### config.mk
export PLATFORM = sky130hd
export DESIGN_NAME = execUnit
export DESIGN_NICKNAME = d
export VERILOG_FILES = /design/src/logic/coreIsaPkg.sv /design/src/logic/corePipePkg.sv /design/src/logic/decodeUnit.sv /design/src/logic/execAlu.sv /design/src/logic/execMul.sv /design/src/logic/execUnit.sv /design/src/logic/fetchUnit.sv /design/src/logic/regFile.sv
export SDC_FILE = /design/constraint.sdc
export NUM_CORES = 2
export LEC_CHECK = 0
export BUFFER_PORTS_ARGS = -buffer_cell sky130_fd_sc_hd__buf_2
export CORE_MARGIN = 2
export CORE_UTILIZATION = 55
export CTS_CLUSTER_SIZE = 14
export DETAILED_ROUTE_END_ITERATION = 10
export HOLD_SLACK_MARGIN = 0.08
export PLACE_DENSITY = 0.69
export SLEW_MARGIN = 20
export SYNTH_ARGS = -nofsm -noshare
export SYNTH_HDL_FRONTEND = slang
export SYNTH_HIERARCHICAL = 1
export SYNTH_SLANG_ARGS = --single-unit
### constraint.sdc
create_clock -name clock -period 15.1 [get_ports clock]
set_input_delay 0.755 -clock clock [delete_from_list [all_inputs] [get_ports clock]]
set_output_delay 0.755 -clock clock [all_outputs]
set_load 0.05 [all_outputs]
### src/logic/coreIsaPkg.sv
//~~~~~~~~~~~~~~~~~~~~~~~~~~~~~~~~~~~~~~~~~~~~~~~~~~~~~~~~~~~~~~~~~~~~~~~~~~
// Instruction set definitions for the scalar core
// Field widths, opcode values, register zero and the PC step
// Instruction word as a packed union with register and immediate views
//~~~~~~~~~~~~~~~~~~~~~~~~~~~~~~~~~~~~~~~~~~~~~~~~~~~~~~~~~~~~~~~~~~~~~~~~~~

package coreIsaPkg;

	localparam int instrWidth  = 16;
	localparam int regIdWidth  = 4;	// 16 registers
	localparam int immWidth    = 8;
	localparam int opcodeWidth = 4;

	// Opcodes, all other values act as NOP
	localparam logic [opcodeWidth-1:0] opNop  = 4'd0;
	localparam logic [opcodeWidth-1:0] opAdd  = 4'd1;
	localparam logic [opcodeWidth-1:0] opSub  = 4'd2;
	localparam logic [opcodeWidth-1:0] opAnd  = 4'd3;
	localparam logic [opcodeWidth-1:0] opOr   = 4'd4;
	localparam logic [opcodeWidth-1:0] opXor  = 4'd5;
	localparam logic [opcodeWidth-1:0] opShl  = 4'd6;	// rs << rt, low bits of rt
	localparam logic [opcodeWidth-1:0] opMul  = 4'd7;	// Low word of product
	localparam logic [opcodeWidth-1:0] opMovi = 4'd8;
	localparam logic [opcodeWidth-1:0] opAddi = 4'd9;
	localparam logic [opcodeWidth-1:0] opBra  = 4'd10;	// PC + 2 * simm

	localparam logic [regIdWidth-1:0] zeroReg = '0;	// Reads zero, drops writes

	localparam int unsigned pcStep = 2;	// Bytes per instruction

	// Slot numbers inside the two views
	localparam int opcodeField = 3;
	localparam int rnField     = 2;
	localparam int rsField     = 1;
	localparam int rtField     = 0;
	localparam int immField    = 0;	// Low byte of the immediate view

	// Upper slot of the immediate view holds {opcode, rn}
	typedef union packed
	{
		logic [instrWidth/regIdWidth-1:0][regIdWidth-1:0] regView;
		logic [instrWidth/immWidth-1:0][immWidth-1:0]     immView;
	} instrWord;

endpackage

### src/logic/corePipePkg.sv
//~~~~~~~~~~~~~~~~~~~~~~~~~~~~~~~~~~~~~~~~~~~~~~~~~~~~~~~~~~~~~~~~~~~~~~~~~~
// Pipeline internal definitions
// ALU operation codes and the default reset PC
//~~~~~~~~~~~~~~~~~~~~~~~~~~~~~~~~~~~~~~~~~~~~~~~~~~~~~~~~~~~~~~~~~~~~~~~~~~

package corePipePkg;

	localparam int aluOpWidth = 3;

	// Internal ALU operations, set by decode
	localparam logic [aluOpWidth-1:0] aluAdd   = 3'd0;
	localparam logic [aluOpWidth-1:0] aluSub   = 3'd1;
	localparam logic [aluOpWidth-1:0] aluAnd   = 3'd2;
	localparam logic [aluOpWidth-1:0] aluOr    = 3'd3;
	localparam logic [aluOpWidth-1:0] aluXor   = 3'd4;
	localparam logic [aluOpWidth-1:0] aluShl   = 3'd5;
	localparam logic [aluOpWidth-1:0] aluPassB = 3'd6;	// MOVI result

	localparam int unsigned resetPcDefault = 0;

endpackage

### src/logic/decodeUnit.sv
//~~~~~~~~~~~~~~~~~~~~~~~~~~~~~~~~~~~~~~~~~~~~~~~~~~~~~~~~~~~~~~~~~~~~~~~~~~
// ID1 decode and ID2 latch
// Splits the instruction word into register ids, immediate and ALU code
//~~~~~~~~~~~~~~~~~~~~~~~~~~~~~~~~~~~~~~~~~~~~~~~~~~~~~~~~~~~~~~~~~~~~~~~~~~

`timescale 1ns/1ns

module decodeUnit #(
	parameter int dataWidth = 32
)(
	input  logic                                  clock,
	input  logic                                  reset,
	input  logic                                  hold,
	input  logic                                  freeze,
	input  logic                                  squash,
	input  coreIsaPkg::instrWord                  id1Word,
	input  logic [dataWidth-1:0]                  id1Pc,
	input  logic                                  id1Valid,
	output logic [coreIsaPkg::regIdWidth-1:0]     srcA,
	output logic [coreIsaPkg::regIdWidth-1:0]     srcB,
	output logic [coreIsaPkg::regIdWidth-1:0]     dest,
	output logic [dataWidth-1:0]                  imm,
	output logic [corePipePkg::aluOpWidth-1:0]    aluOp,
	output logic                                  useImm,
	output logic                                  writesReg,
	output logic                                  isMul,
	output logic                                  isBranch,
	output logic [dataWidth-1:0]                  id2Pc,
	output logic                                  id2Valid
);
	import coreIsaPkg::*;
	import corePipePkg::*;

	logic [opcodeWidth-1:0] opcode;
	logic [regIdWidth-1:0]  fieldRn;
	logic [regIdWidth-1:0]  fieldRs;
	logic [regIdWidth-1:0]  fieldRt;
	logic [immWidth-1:0]    fieldImm;
	logic [dataWidth-1:0]   immExt;
	logic [regIdWidth-1:0]  decSrcA;
	logic [regIdWidth-1:0]  decSrcB;
	logic [aluOpWidth-1:0]  decAluOp;
	logic                   decUseImm;
	logic                   decWritesReg;
	logic                   decIsMul;
	logic                   decIsBranch;
	logic                   advance;

	// Register view
	assign opcode  = id1Word.regView[opcodeField];
	assign fieldRn = id1Word.regView[rnField];
	assign fieldRs = id1Word.regView[rsField];
	assign fieldRt = id1Word.regView[rtField];

	assign fieldImm = id1Word.immView[immField];	// Immediate view
	assign immExt   = {{(dataWidth-immWidth){fieldImm[immWidth-1]}}, fieldImm};

	always_comb
	begin
		decSrcA      = zeroReg;	// Unused sources read r0 and never interlock
		decSrcB      = zeroReg;
		decAluOp     = aluAdd;
		decUseImm    = 1'b0;
		decWritesReg = 1'b0;
		decIsMul     = 1'b0;
		decIsBranch  = 1'b0;
		case (opcode)
			opAdd, opSub, opAnd, opOr, opXor, opShl, opMul:
			begin
				decSrcA      = fieldRs;
				decSrcB      = fieldRt;
				decWritesReg = 1'b1;
				decIsMul     = (opcode == opMul);
				case (opcode)
					opSub:   decAluOp = aluSub;
					opAnd:   decAluOp = aluAnd;
					opOr:    decAluOp = aluOr;
					opXor:   decAluOp = aluXor;
					opShl:   decAluOp = aluShl;
					default: decAluOp = aluAdd;	// MUL ignores it
				endcase
			end
			opMovi:
			begin
				decAluOp     = aluPassB;
				decUseImm    = 1'b1;
				decWritesReg = 1'b1;
			end
			opAddi:
			begin
				decSrcA      = fieldRn;	// rn is source and destination
				decUseImm    = 1'b1;
				decWritesReg = 1'b1;
			end
			opBra:
				decIsBranch = 1'b1;
			default:
				decWritesReg = 1'b0;
		endcase
	end

	assign advance = !freeze && !hold && !squash;

	always_ff @(posedge clock)
	begin
		if (reset)
			id2Valid <= 1'b0;
		else if (!freeze)
		begin
			if (squash)
				id2Valid <= 1'b0;	// Younger than the taken branch
			else if (!hold)
				id2Valid <= id1Valid;
		end
	end

	always_ff @(posedge clock)
	begin
		if (advance)
		begin
			srcA      <= decSrcA;
			srcB      <= decSrcB;
			dest      <= fieldRn;
			imm       <= immExt;
			aluOp     <= decAluOp;
			useImm    <= decUseImm;
			writesReg <= decWritesReg;
			isMul     <= decIsMul;
			isBranch  <= decIsBranch;
			id2Pc     <= id1Pc;
		end
	end

endmodule

### src/logic/execAlu.sv
//~~~~~~~~~~~~~~~~~~~~~~~~~~~~~~~~~~~~~~~~~~~~~~~~~~~~~~~~~~~~~~~~~~~~~~~~~~
// EX1 integer ALU
// Add, subtract, logic ops, left shift, pass-through
// PC-relative branch target
//~~~~~~~~~~~~~~~~~~~~~~~~~~~~~~~~~~~~~~~~~~~~~~~~~~~~~~~~~~~~~~~~~~~~~~~~~~

`timescale 1ns/1ns

module execAlu #(
	parameter int dataWidth = 32
)(
	input  logic [corePipePkg::aluOpWidth-1:0] aluOp,
	input  logic [dataWidth-1:0]               opA,
	input  logic [dataWidth-1:0]               opB,
	input  logic [dataWidth-1:0]               pc,
	input  logic [dataWidth-1:0]               imm,
	output logic [dataWidth-1:0]               result,
	output logic [dataWidth-1:0]               branchTarget
);
	import corePipePkg::*;

	localparam int shiftBits = $clog2(dataWidth);

	always_comb
	begin
		case (aluOp)
			aluAdd:   result = opA + opB;
			aluSub:   result = opA - opB;
			aluAnd:   result = opA & opB;
			aluOr:    result = opA | opB;
			aluXor:   result = opA ^ opB;
			aluShl:   result = opA << opB[shiftBits-1:0];	// Low bits only
			aluPassB: result = opB;
			default:  result = '0;
		endcase
	end

	// Offset counts instructions, not bytes
	assign branchTarget = pc + {imm[dataWidth-2:0], 1'b0};

endmodule

### src/logic/execMul.sv
//~~~~~~~~~~~~~~~~~~~~~~~~~~~~~~~~~~~~~~~~~~~~~~~~~~~~~~~~~~~~~~~~~~~~~~~~~~
// Two-stage multiplier, low word of the product
// Partial products registered at the end of EX1, summed in EX2
//~~~~~~~~~~~~~~~~~~~~~~~~~~~~~~~~~~~~~~~~~~~~~~~~~~~~~~~~~~~~~~~~~~~~~~~~~~

`timescale 1ns/1ns

module execMul #(
	parameter int dataWidth = 32
)(
	input  logic                 clock,
	input  logic                 advance,
	input  logic [dataWidth-1:0] opA,
	input  logic [dataWidth-1:0] opB,
	output logic [dataWidth-1:0] product
);
	localparam int halfWidth = dataWidth / 2;

	logic [dataWidth-1:0] partLow;	// aLow * b
	logic [halfWidth-1:0] partHigh;	// aHigh * bLow, only bits inside the low word

	always_ff @(posedge clock)
	begin
		if (advance)
		begin
			partLow  <= dataWidth'(opA[halfWidth-1:0]) * opB;
			partHigh <= opA[dataWidth-1:halfWidth] * opB[halfWidth-1:0];
		end
	end

	assign product = partLow + {partHigh, {halfWidth{1'b0}}};

endmodule

### src/logic/execUnit.sv
//~~~~~~~~~~~~~~~~~~~~~~~~~~~~~~~~~~~~~~~~~~~~~~~~~~~~~~~~~~~~~~~~~~~~~~~~~~
// Six-stage scalar pipeline top, IF ID1 ID2 EX1 EX2 WB
// EX1 and EX2 stage registers, multiply interlock, branch squash
// Whole-pipeline freeze on fetch wait, writeback port
//~~~~~~~~~~~~~~~~~~~~~~~~~~~~~~~~~~~~~~~~~~~~~~~~~~~~~~~~~~~~~~~~~~~~~~~~~~

`timescale 1ns/1ns

module execUnit #(
	parameter int dataWidth = 32,
	parameter logic [dataWidth-1:0] resetPc = dataWidth'(corePipePkg::resetPcDefault)
)(
	input  logic                              clock,
	input  logic                              reset,
	output logic [dataWidth-1:0]              fetchAddr,
	input  coreIsaPkg::instrWord              fetchData,
	input  logic                              fetchWait,
	output logic                              wbValid,
	output logic [coreIsaPkg::regIdWidth-1:0] wbReg,
	output logic [dataWidth-1:0]              wbValue
);
	import coreIsaPkg::*;
	import corePipePkg::*;

	logic                  freeze;
	logic                  hold;
	logic                  branchTaken;
	logic [dataWidth-1:0]  branchTarget;

	instrWord              id1Word;
	logic [dataWidth-1:0]  id1Pc;
	logic                  id1Valid;

	logic [regIdWidth-1:0] id2SrcA;
	logic [regIdWidth-1:0] id2SrcB;
	logic [regIdWidth-1:0] id2Dest;
	logic [dataWidth-1:0]  id2Imm;
	logic [aluOpWidth-1:0] id2AluOp;
	logic                  id2UseImm;
	logic                  id2WritesReg;
	logic                  id2IsMul;
	logic                  id2IsBranch;
	logic [dataWidth-1:0]  id2Pc;
	logic                  id2Valid;
	logic [dataWidth-1:0]  id2ValA;
	logic [dataWidth-1:0]  id2ValB;

	logic                  ex1Valid;
	logic [regIdWidth-1:0] ex1Dest;
	logic                  ex1WritesReg;
	logic                  ex1IsMul;
	logic                  ex1IsBranch;
	logic [aluOpWidth-1:0] ex1AluOp;
	logic [dataWidth-1:0]  ex1OpA;
	logic [dataWidth-1:0]  ex1OpB;
	logic [dataWidth-1:0]  ex1Pc;
	logic [dataWidth-1:0]  ex1Imm;
	logic [dataWidth-1:0]  ex1AluResult;
	logic                  fwdValid;

	logic                  ex2Valid;
	logic [regIdWidth-1:0] ex2Dest;
	logic                  ex2WritesReg;
	logic                  ex2IsMul;
	logic [dataWidth-1:0]  ex2AluResult;
	logic [dataWidth-1:0]  mulProduct;
	logic [dataWidth-1:0]  commitValue;
	logic                  commitEnable;

	assign freeze = fetchWait;

	// Consumer right behind a multiply waits one cycle for the EX2 product
	assign hold = id2Valid && ex1Valid && ex1IsMul && ex1Dest != zeroReg
		&& (id2SrcA == ex1Dest || id2SrcB == ex1Dest);

	assign branchTaken = ex1Valid && ex1IsBranch;
	assign fwdValid    = ex1Valid && ex1WritesReg && !ex1IsMul;	// Product not ready in EX1

	fetchUnit #(.dataWidth(dataWidth), .resetPc(resetPc)) u_fetch (
		.clock(clock), .reset(reset), .hold(hold), .freeze(freeze),
		.branchTaken(branchTaken), .branchTarget(branchTarget),
		.fetchData(fetchData), .fetchAddr(fetchAddr),
		.id1Word(id1Word), .id1Pc(id1Pc), .id1Valid(id1Valid)
	);

	decodeUnit #(.dataWidth(dataWidth)) u_decode (
		.clock(clock), .reset(reset), .hold(hold), .freeze(freeze), .squash(branchTaken),
		.id1Word(id1Word), .id1Pc(id1Pc), .id1Valid(id1Valid),
		.srcA(id2SrcA), .srcB(id2SrcB), .dest(id2Dest), .imm(id2Imm), .aluOp(id2AluOp),
		.useImm(id2UseImm), .writesReg(id2WritesReg), .isMul(id2IsMul),
		.isBranch(id2IsBranch), .id2Pc(id2Pc), .id2Valid(id2Valid)
	);

	regFile #(.dataWidth(dataWidth)) u_regs (
		.clock(clock), .reset(reset),
		.readIdA(id2SrcA), .readIdB(id2SrcB), .readValA(id2ValA), .readValB(id2ValB),
		.fwdId(ex1Dest), .fwdVal(ex1AluResult), .fwdValid(fwdValid),
		.commitId(ex2Dest), .commitVal(commitValue), .commitEnable(commitEnable)
	);

	execAlu #(.dataWidth(dataWidth)) u_alu (
		.aluOp(ex1AluOp), .opA(ex1OpA), .opB(ex1OpB), .pc(ex1Pc), .imm(ex1Imm),
		.result(ex1AluResult), .branchTarget(branchTarget)
	);

	execMul #(.dataWidth(dataWidth)) u_mul (
		.clock(clock), .advance(!freeze), .opA(ex1OpA), .opB(ex1OpB), .product(mulProduct)
	);

	always_ff @(posedge clock)
	begin
		if (reset)
		begin
			ex1Valid <= 1'b0;
			ex2Valid <= 1'b0;
		end
		else if (!freeze)
		begin
			ex1Valid <= id2Valid && !hold && !branchTaken;	// Bubble on interlock or squash
			ex2Valid <= ex1Valid;
		end
	end

	always_ff @(posedge clock)
	begin
		if (!freeze)
		begin
			ex1Dest      <= id2Dest;
			ex1WritesReg <= id2WritesReg;
			ex1IsMul     <= id2IsMul;
			ex1IsBranch  <= id2IsBranch;
			ex1AluOp     <= id2AluOp;
			ex1OpA       <= id2ValA;
			ex1OpB       <= id2UseImm ? id2Imm : id2ValB;
			ex1Pc        <= id2Pc;
			ex1Imm       <= id2Imm;
			ex2Dest      <= ex1Dest;
			ex2WritesReg <= ex1WritesReg;
			ex2IsMul     <= ex1IsMul;
			ex2AluResult <= ex1AluResult;
		end
	end

	// Commit at the end of EX2
	assign commitValue  = ex2IsMul ? mulProduct : ex2AluResult;
	assign commitEnable = ex2Valid && ex2WritesReg && ex2Dest != zeroReg && !freeze;

	assign wbValid = commitEnable;
	assign wbReg   = ex2Dest;
	assign wbValue = commitValue;

endmodule

### src/logic/fetchUnit.sv
//~~~~~~~~~~~~~~~~~~~~~~~~~~~~~~~~~~~~~~~~~~~~~~~~~~~~~~~~~~~~~~~~~~~~~~~~~~
// IF stage
// PC register with sequential step and branch redirect
// IF to ID1 latch for instruction word, PC and valid
//~~~~~~~~~~~~~~~~~~~~~~~~~~~~~~~~~~~~~~~~~~~~~~~~~~~~~~~~~~~~~~~~~~~~~~~~~~

`timescale 1ns/1ns

module fetchUnit #(
	parameter int dataWidth = 32,
	parameter logic [dataWidth-1:0] resetPc = '0
)(
	input  logic                 clock,
	input  logic                 reset,
	input  logic                 hold,
	input  logic                 freeze,
	input  logic                 branchTaken,
	input  logic [dataWidth-1:0] branchTarget,
	input  coreIsaPkg::instrWord fetchData,
	output logic [dataWidth-1:0] fetchAddr,
	output coreIsaPkg::instrWord id1Word,
	output logic [dataWidth-1:0] id1Pc,
	output logic                 id1Valid
);
	import coreIsaPkg::*;

	logic [dataWidth-1:0] pc;
	logic [dataWidth-1:0] nextPc;
	logic                 accept;	// Word on fetchData moves into ID1

	assign fetchAddr = pc;
	assign nextPc    = pc + dataWidth'(pcStep);
	assign accept    = !freeze && !hold && !branchTaken;

	always_ff @(posedge clock)
	begin
		if (reset)
		begin
			pc       <= resetPc;
			id1Valid <= 1'b0;
		end
		else if (!freeze)
		begin
			if (branchTaken)
			begin
				// Current fetch is dropped, ID1 becomes a bubble
				pc       <= branchTarget;
				id1Valid <= 1'b0;
			end
			else if (!hold)
			begin
				pc       <= nextPc;
				id1Valid <= 1'b1;	// Fetch always completes in the same cycle
			end
		end
	end

	always_ff @(posedge clock)
	begin
		if (accept)
		begin
			id1Word <= fetchData;
			id1Pc   <= pc;
		end
	end

endmodule

### src/logic/regFile.sv
//~~~~~~~~~~~~~~~~~~~~~~~~~~~~~~~~~~~~~~~~~~~~~~~~~~~~~~~~~~~~~~~~~~~~~~~~~~
// General register file, 16 entries
// Commit write from EX2, two read ports with EX1 and EX2 bypass
//~~~~~~~~~~~~~~~~~~~~~~~~~~~~~~~~~~~~~~~~~~~~~~~~~~~~~~~~~~~~~~~~~~~~~~~~~~

`timescale 1ns/1ns

module regFile #(
	parameter int dataWidth = 32
)(
	input  logic                              clock,
	input  logic                              reset,
	input  logic [coreIsaPkg::regIdWidth-1:0] readIdA,
	input  logic [coreIsaPkg::regIdWidth-1:0] readIdB,
	output logic [dataWidth-1:0]              readValA,
	output logic [dataWidth-1:0]              readValB,
	input  logic [coreIsaPkg::regIdWidth-1:0] fwdId,
	input  logic [dataWidth-1:0]              fwdVal,
	input  logic                              fwdValid,
	input  logic [coreIsaPkg::regIdWidth-1:0] commitId,
	input  logic [dataWidth-1:0]              commitVal,
	input  logic                              commitEnable
);
	import coreIsaPkg::*;

	logic [dataWidth-1:0] regs [2**regIdWidth];

	// Youngest producer wins
	function automatic logic [dataWidth-1:0] readPort(input logic [regIdWidth-1:0] id);
		logic [dataWidth-1:0] value;
		if (id == zeroReg)
			value = '0;
		else if (fwdValid && id == fwdId)
			value = fwdVal;	// EX1 ALU result
		else if (commitEnable && id == commitId)
			value = commitVal;	// Being written this cycle
		else
			value = regs[id];
		return value;
	endfunction

	always_comb
	begin
		readValA = readPort(readIdA);
		readValB = readPort(readIdB);
	end

	// r0 is never stored
	always_ff @(posedge clock)
	begin
		if (commitEnable && !reset && commitId != zeroReg)
			regs[commitId] <= commitVal;
	end

endmodule

==> metrics.md <==
| Metric | Value |
|---|---|
| Critical Setup Path Class | reg2reg |
| Routed length per placed instance | 28.7 um |
| Post-DRT Antenna Nets | 0 |
| Sort of element at the start of the critical path | register |
| Reg-to-reg startpoint | ex1OpA[1] |
| Detailed router's first-iteration violation count | 5374 |
| Post-placement worst setup slack | 8.41 ns |
| Number of resized instances in the post-cts repair step | 0 |
| Count of warnings emitted by yosys | 6 |
| Count of nets after finishing | 6012 |
| # port buffers | 87 |
| HPWL after DPL | 129 mm |
| Number of hold buffers added after CTS | 0 |
| Total global routing overflow | 0 |
| Routability-driven placement congestion ratio | 0.951 |
| Worst IR Drop VDD | 0.462 mV |
| Netlist area before placement | 62800 um2 |
| RSZ-0062 raised after global routing | no |
| Count of TritonRoute iterations in the first routing pass | 6 |
| Final Routed Wirelength | 199 mm |
| Number of antenna violations at the first check in global routing | 11 |
| Sum of negative setup slack | 0 ns |
| Clock Pin Slew Worst Setup and Hold Paths | 0.07 ns |
| Internal reg-to-reg setup slack | 8.29 ns |
| Clock tree buffer depth | 3 |
| Wire length of the first global-routing pass | 294 mm |
| Power density relative to cell area | 242 nW/um2 |
| Avg Inst Size Synth | 11.7 um2 |
| Maximum capacitance violations | 0 |
| Via/cell ratio | 6.51 |
| Endpoint of the worst-slack reg-to-reg timing path | u_mul/partLow[31] |
| Total met3 wirelength after detailed routing | 22.9 mm |
| Topmost layer with routed signal wires | met5 |
| Worst path setup slack after routing | 8.29 ns |
| Leakage | 26.5 nW |
| Clock tree from TritonCTS | yes |
| Relative area change from synthesis to final layout | 7.80% |
| Critical Path RT | 15.51 ns |
| Clock latency on the worst-skew pair | 0.68 ns |
| Path class of the lowest-slack min-delay path | in2reg |
| Initial cell density of the core | 55.6% |
| Maximum frequency from static timing analysis | 0.147 GHz |
| Total DRC errors in the routed layout | 0 |
| Total routing usage reported by global routing | 34.1% |
| Met1 wire length | 75.0 mm |
| Number of global-route vias before repair | 45100 |
| Maximum number of pins on one net before global-route repair | 118 |
| Layout cells sized above 1 | 14.6% |
| Clk root buf | clkbuf_16 |
| Number of post-CTS setup repair buffers | 0 |
| Total die area | 117000 um2 |
| Total via count after detailed routing | 45100 |
| Arrival time worst endpoint | 7.22 ns |
| Critical Path Source | ex1OpA[1] |
| Worst hold start | fetchData[9] |
| Finish-stage setup viols | 0 |
| Final hold violation count | 0 |
| Sinks on Clock Net | 878 |
| Worst max-slew margin expressed relative to the limit | 18.2% |
| IO Count | 88 |
| Endpoint of the worst hold-timing path | u_fetch/id1Word[9] |
| Met2 wire length | 90.3 mm |
| Clk_skew | 0.0315 ns |
| Synth Instances | 5350 |
| Share of the core filled with cells in the final layout | 60.0% |
| CTS HTree Levels | 3 |
| Num rows | 123 |
| Count of pins over their slew limit | 0 |
| Final critical delay including setup and external delays | 6.81 ns |
| Crit path capture type | register |
| Length in cells of the worst reg-to-reg path | 20 |
| Worst Max-Slew Pin Slew | 1.23 ns |
| Cell depth of the worst hold path | 1 |
| Critical path peak fanout | 23 |
| Floorplan die height | 342 um |
| Final Cycle Share | 45.1% |
| Run status | completed |
| Total CTS buffers | 90 |
| Standard cell core area | 113000 um2 |
| Die X | 342 um |
where the power goes:
part	leakage [nW]	internal, W	switching, W
Combinational	16.8	0.00400	0.00638
Sequential	8.21	0.00353	0.000135
Clock	1.46	0.00131	0.00100
worst max-delay path: stages, from the launching register on:
cell       delay (ns)
edfxtp_1         1.01
nand2_1          0.18
fa_1             0.55
fa_1             0.51
fa_1             0.52
inv_1            0.06
fa_1             0.52
fa_1             0.50
inv_1            0.06
fa_1             0.48
inv_1            0.04
ha_1             0.33
a21o_1           0.19
and4_1           0.20
o22ai_1          0.25
nand4_1          0.13
a31o_2           0.29
a31oi_2          0.25
o2111ai_1        0.17
a21oi_1          0.19
xnor2_1          0.09
stage by stage:
stage                     area, um2  cells  power [W]  hold slack [ns]
after floorplan               62900   5381     0.0110            0.400
after global placement        64600   6755     0.0138            0.401
after detailed placement      64600   6756     0.0139            0.405
after CTS                     67600   6920     0.0162            0.236
after global routing          67600   6921     0.0175            0.255
final                         67700   6929     0.0163            0.265
worst max-delay path by stage:
stage	to	cells past startpoint
after floorplan	u_mul/partLow[30]	23
after global placement	u_mul/partLow[31]	20
after detailed placement	u_mul/partLow[31]	20
after CTS	u_mul/partLow[31]	20
after global routing	u_mul/partLow[31]	20
final	u_mul/partLow[31]	20
placed cells by master, fill, tap and decap left out, types with 14 or more instances in the layout:
master,instances
o211ai_1,19
edfxtp_1,842
clkbuf_1,15
a21oi_1,215
mux2i_1,190
nor2_4,14
nand4_1,28
o22ai_1,27
mux4_2,213
a21o_1,40
conb_1,32
a31oi_1,19
buf_4,134
o21bai_1,15
xor2_1,65
nand2b_1,14
o21ai_0,209
nand2_1,509
nor3_1,88
xnor2_1,161
dfxtp_1,36
a221oi_1,68
inv_1,596
nor2b_1,23
buf_2,88
nor2_1,219
and2_1,227
fa_1,387
and3_1,39
nand3_1,76
mux2_2,106
ha_1,257
a211oi_1,18
o21ai_1,16
o21a_1,15
a22oi_1,25
a221oi_2,18
clkbuf_16,91
registers in the layout (all words and copies together), names as in the netlist, 3 cells and up:
signal             cells
ex1OpB                32
u_decode/imm           8
u_decode/dest          4
u_mul/partHigh        16
u_fetch/fetchAddr     32
u_decode/id2Pc        32
u_decode/srcA          4
u_decode/srcB          4
u_mul/partLow         32
ex2AluResult          32
ex1OpA                32
u_decode/aluOp         3
wbReg                  4
u_fetch/id1Word       16
ex1Pc                 32
ex1Dest                4
ex1Imm                31
u_fetch/id1Pc         32
u_regs/regs          512
ex1AluOp               3
metal layers:
metal,track usage (%),up-vias
met2,52.7,2928
met1,45.7,22700
met5,0,-
met3,8.19,569
li1,-,18900
met4,16.1,4
area by class of cell:
class | count | area (um2)
sequential | 878 | 26000
clock inverter | 54 | 629
antenna | 8 | 20.0
fill | 8953 | 45200
multi-input combinational | 3552 | 33000
timing repair buffer | 225 | 1490
clock buffer | 110 | 2390
inverter | 602 | 2270
tap | 1500 | 1880
(Power assumes the default switching activity.)
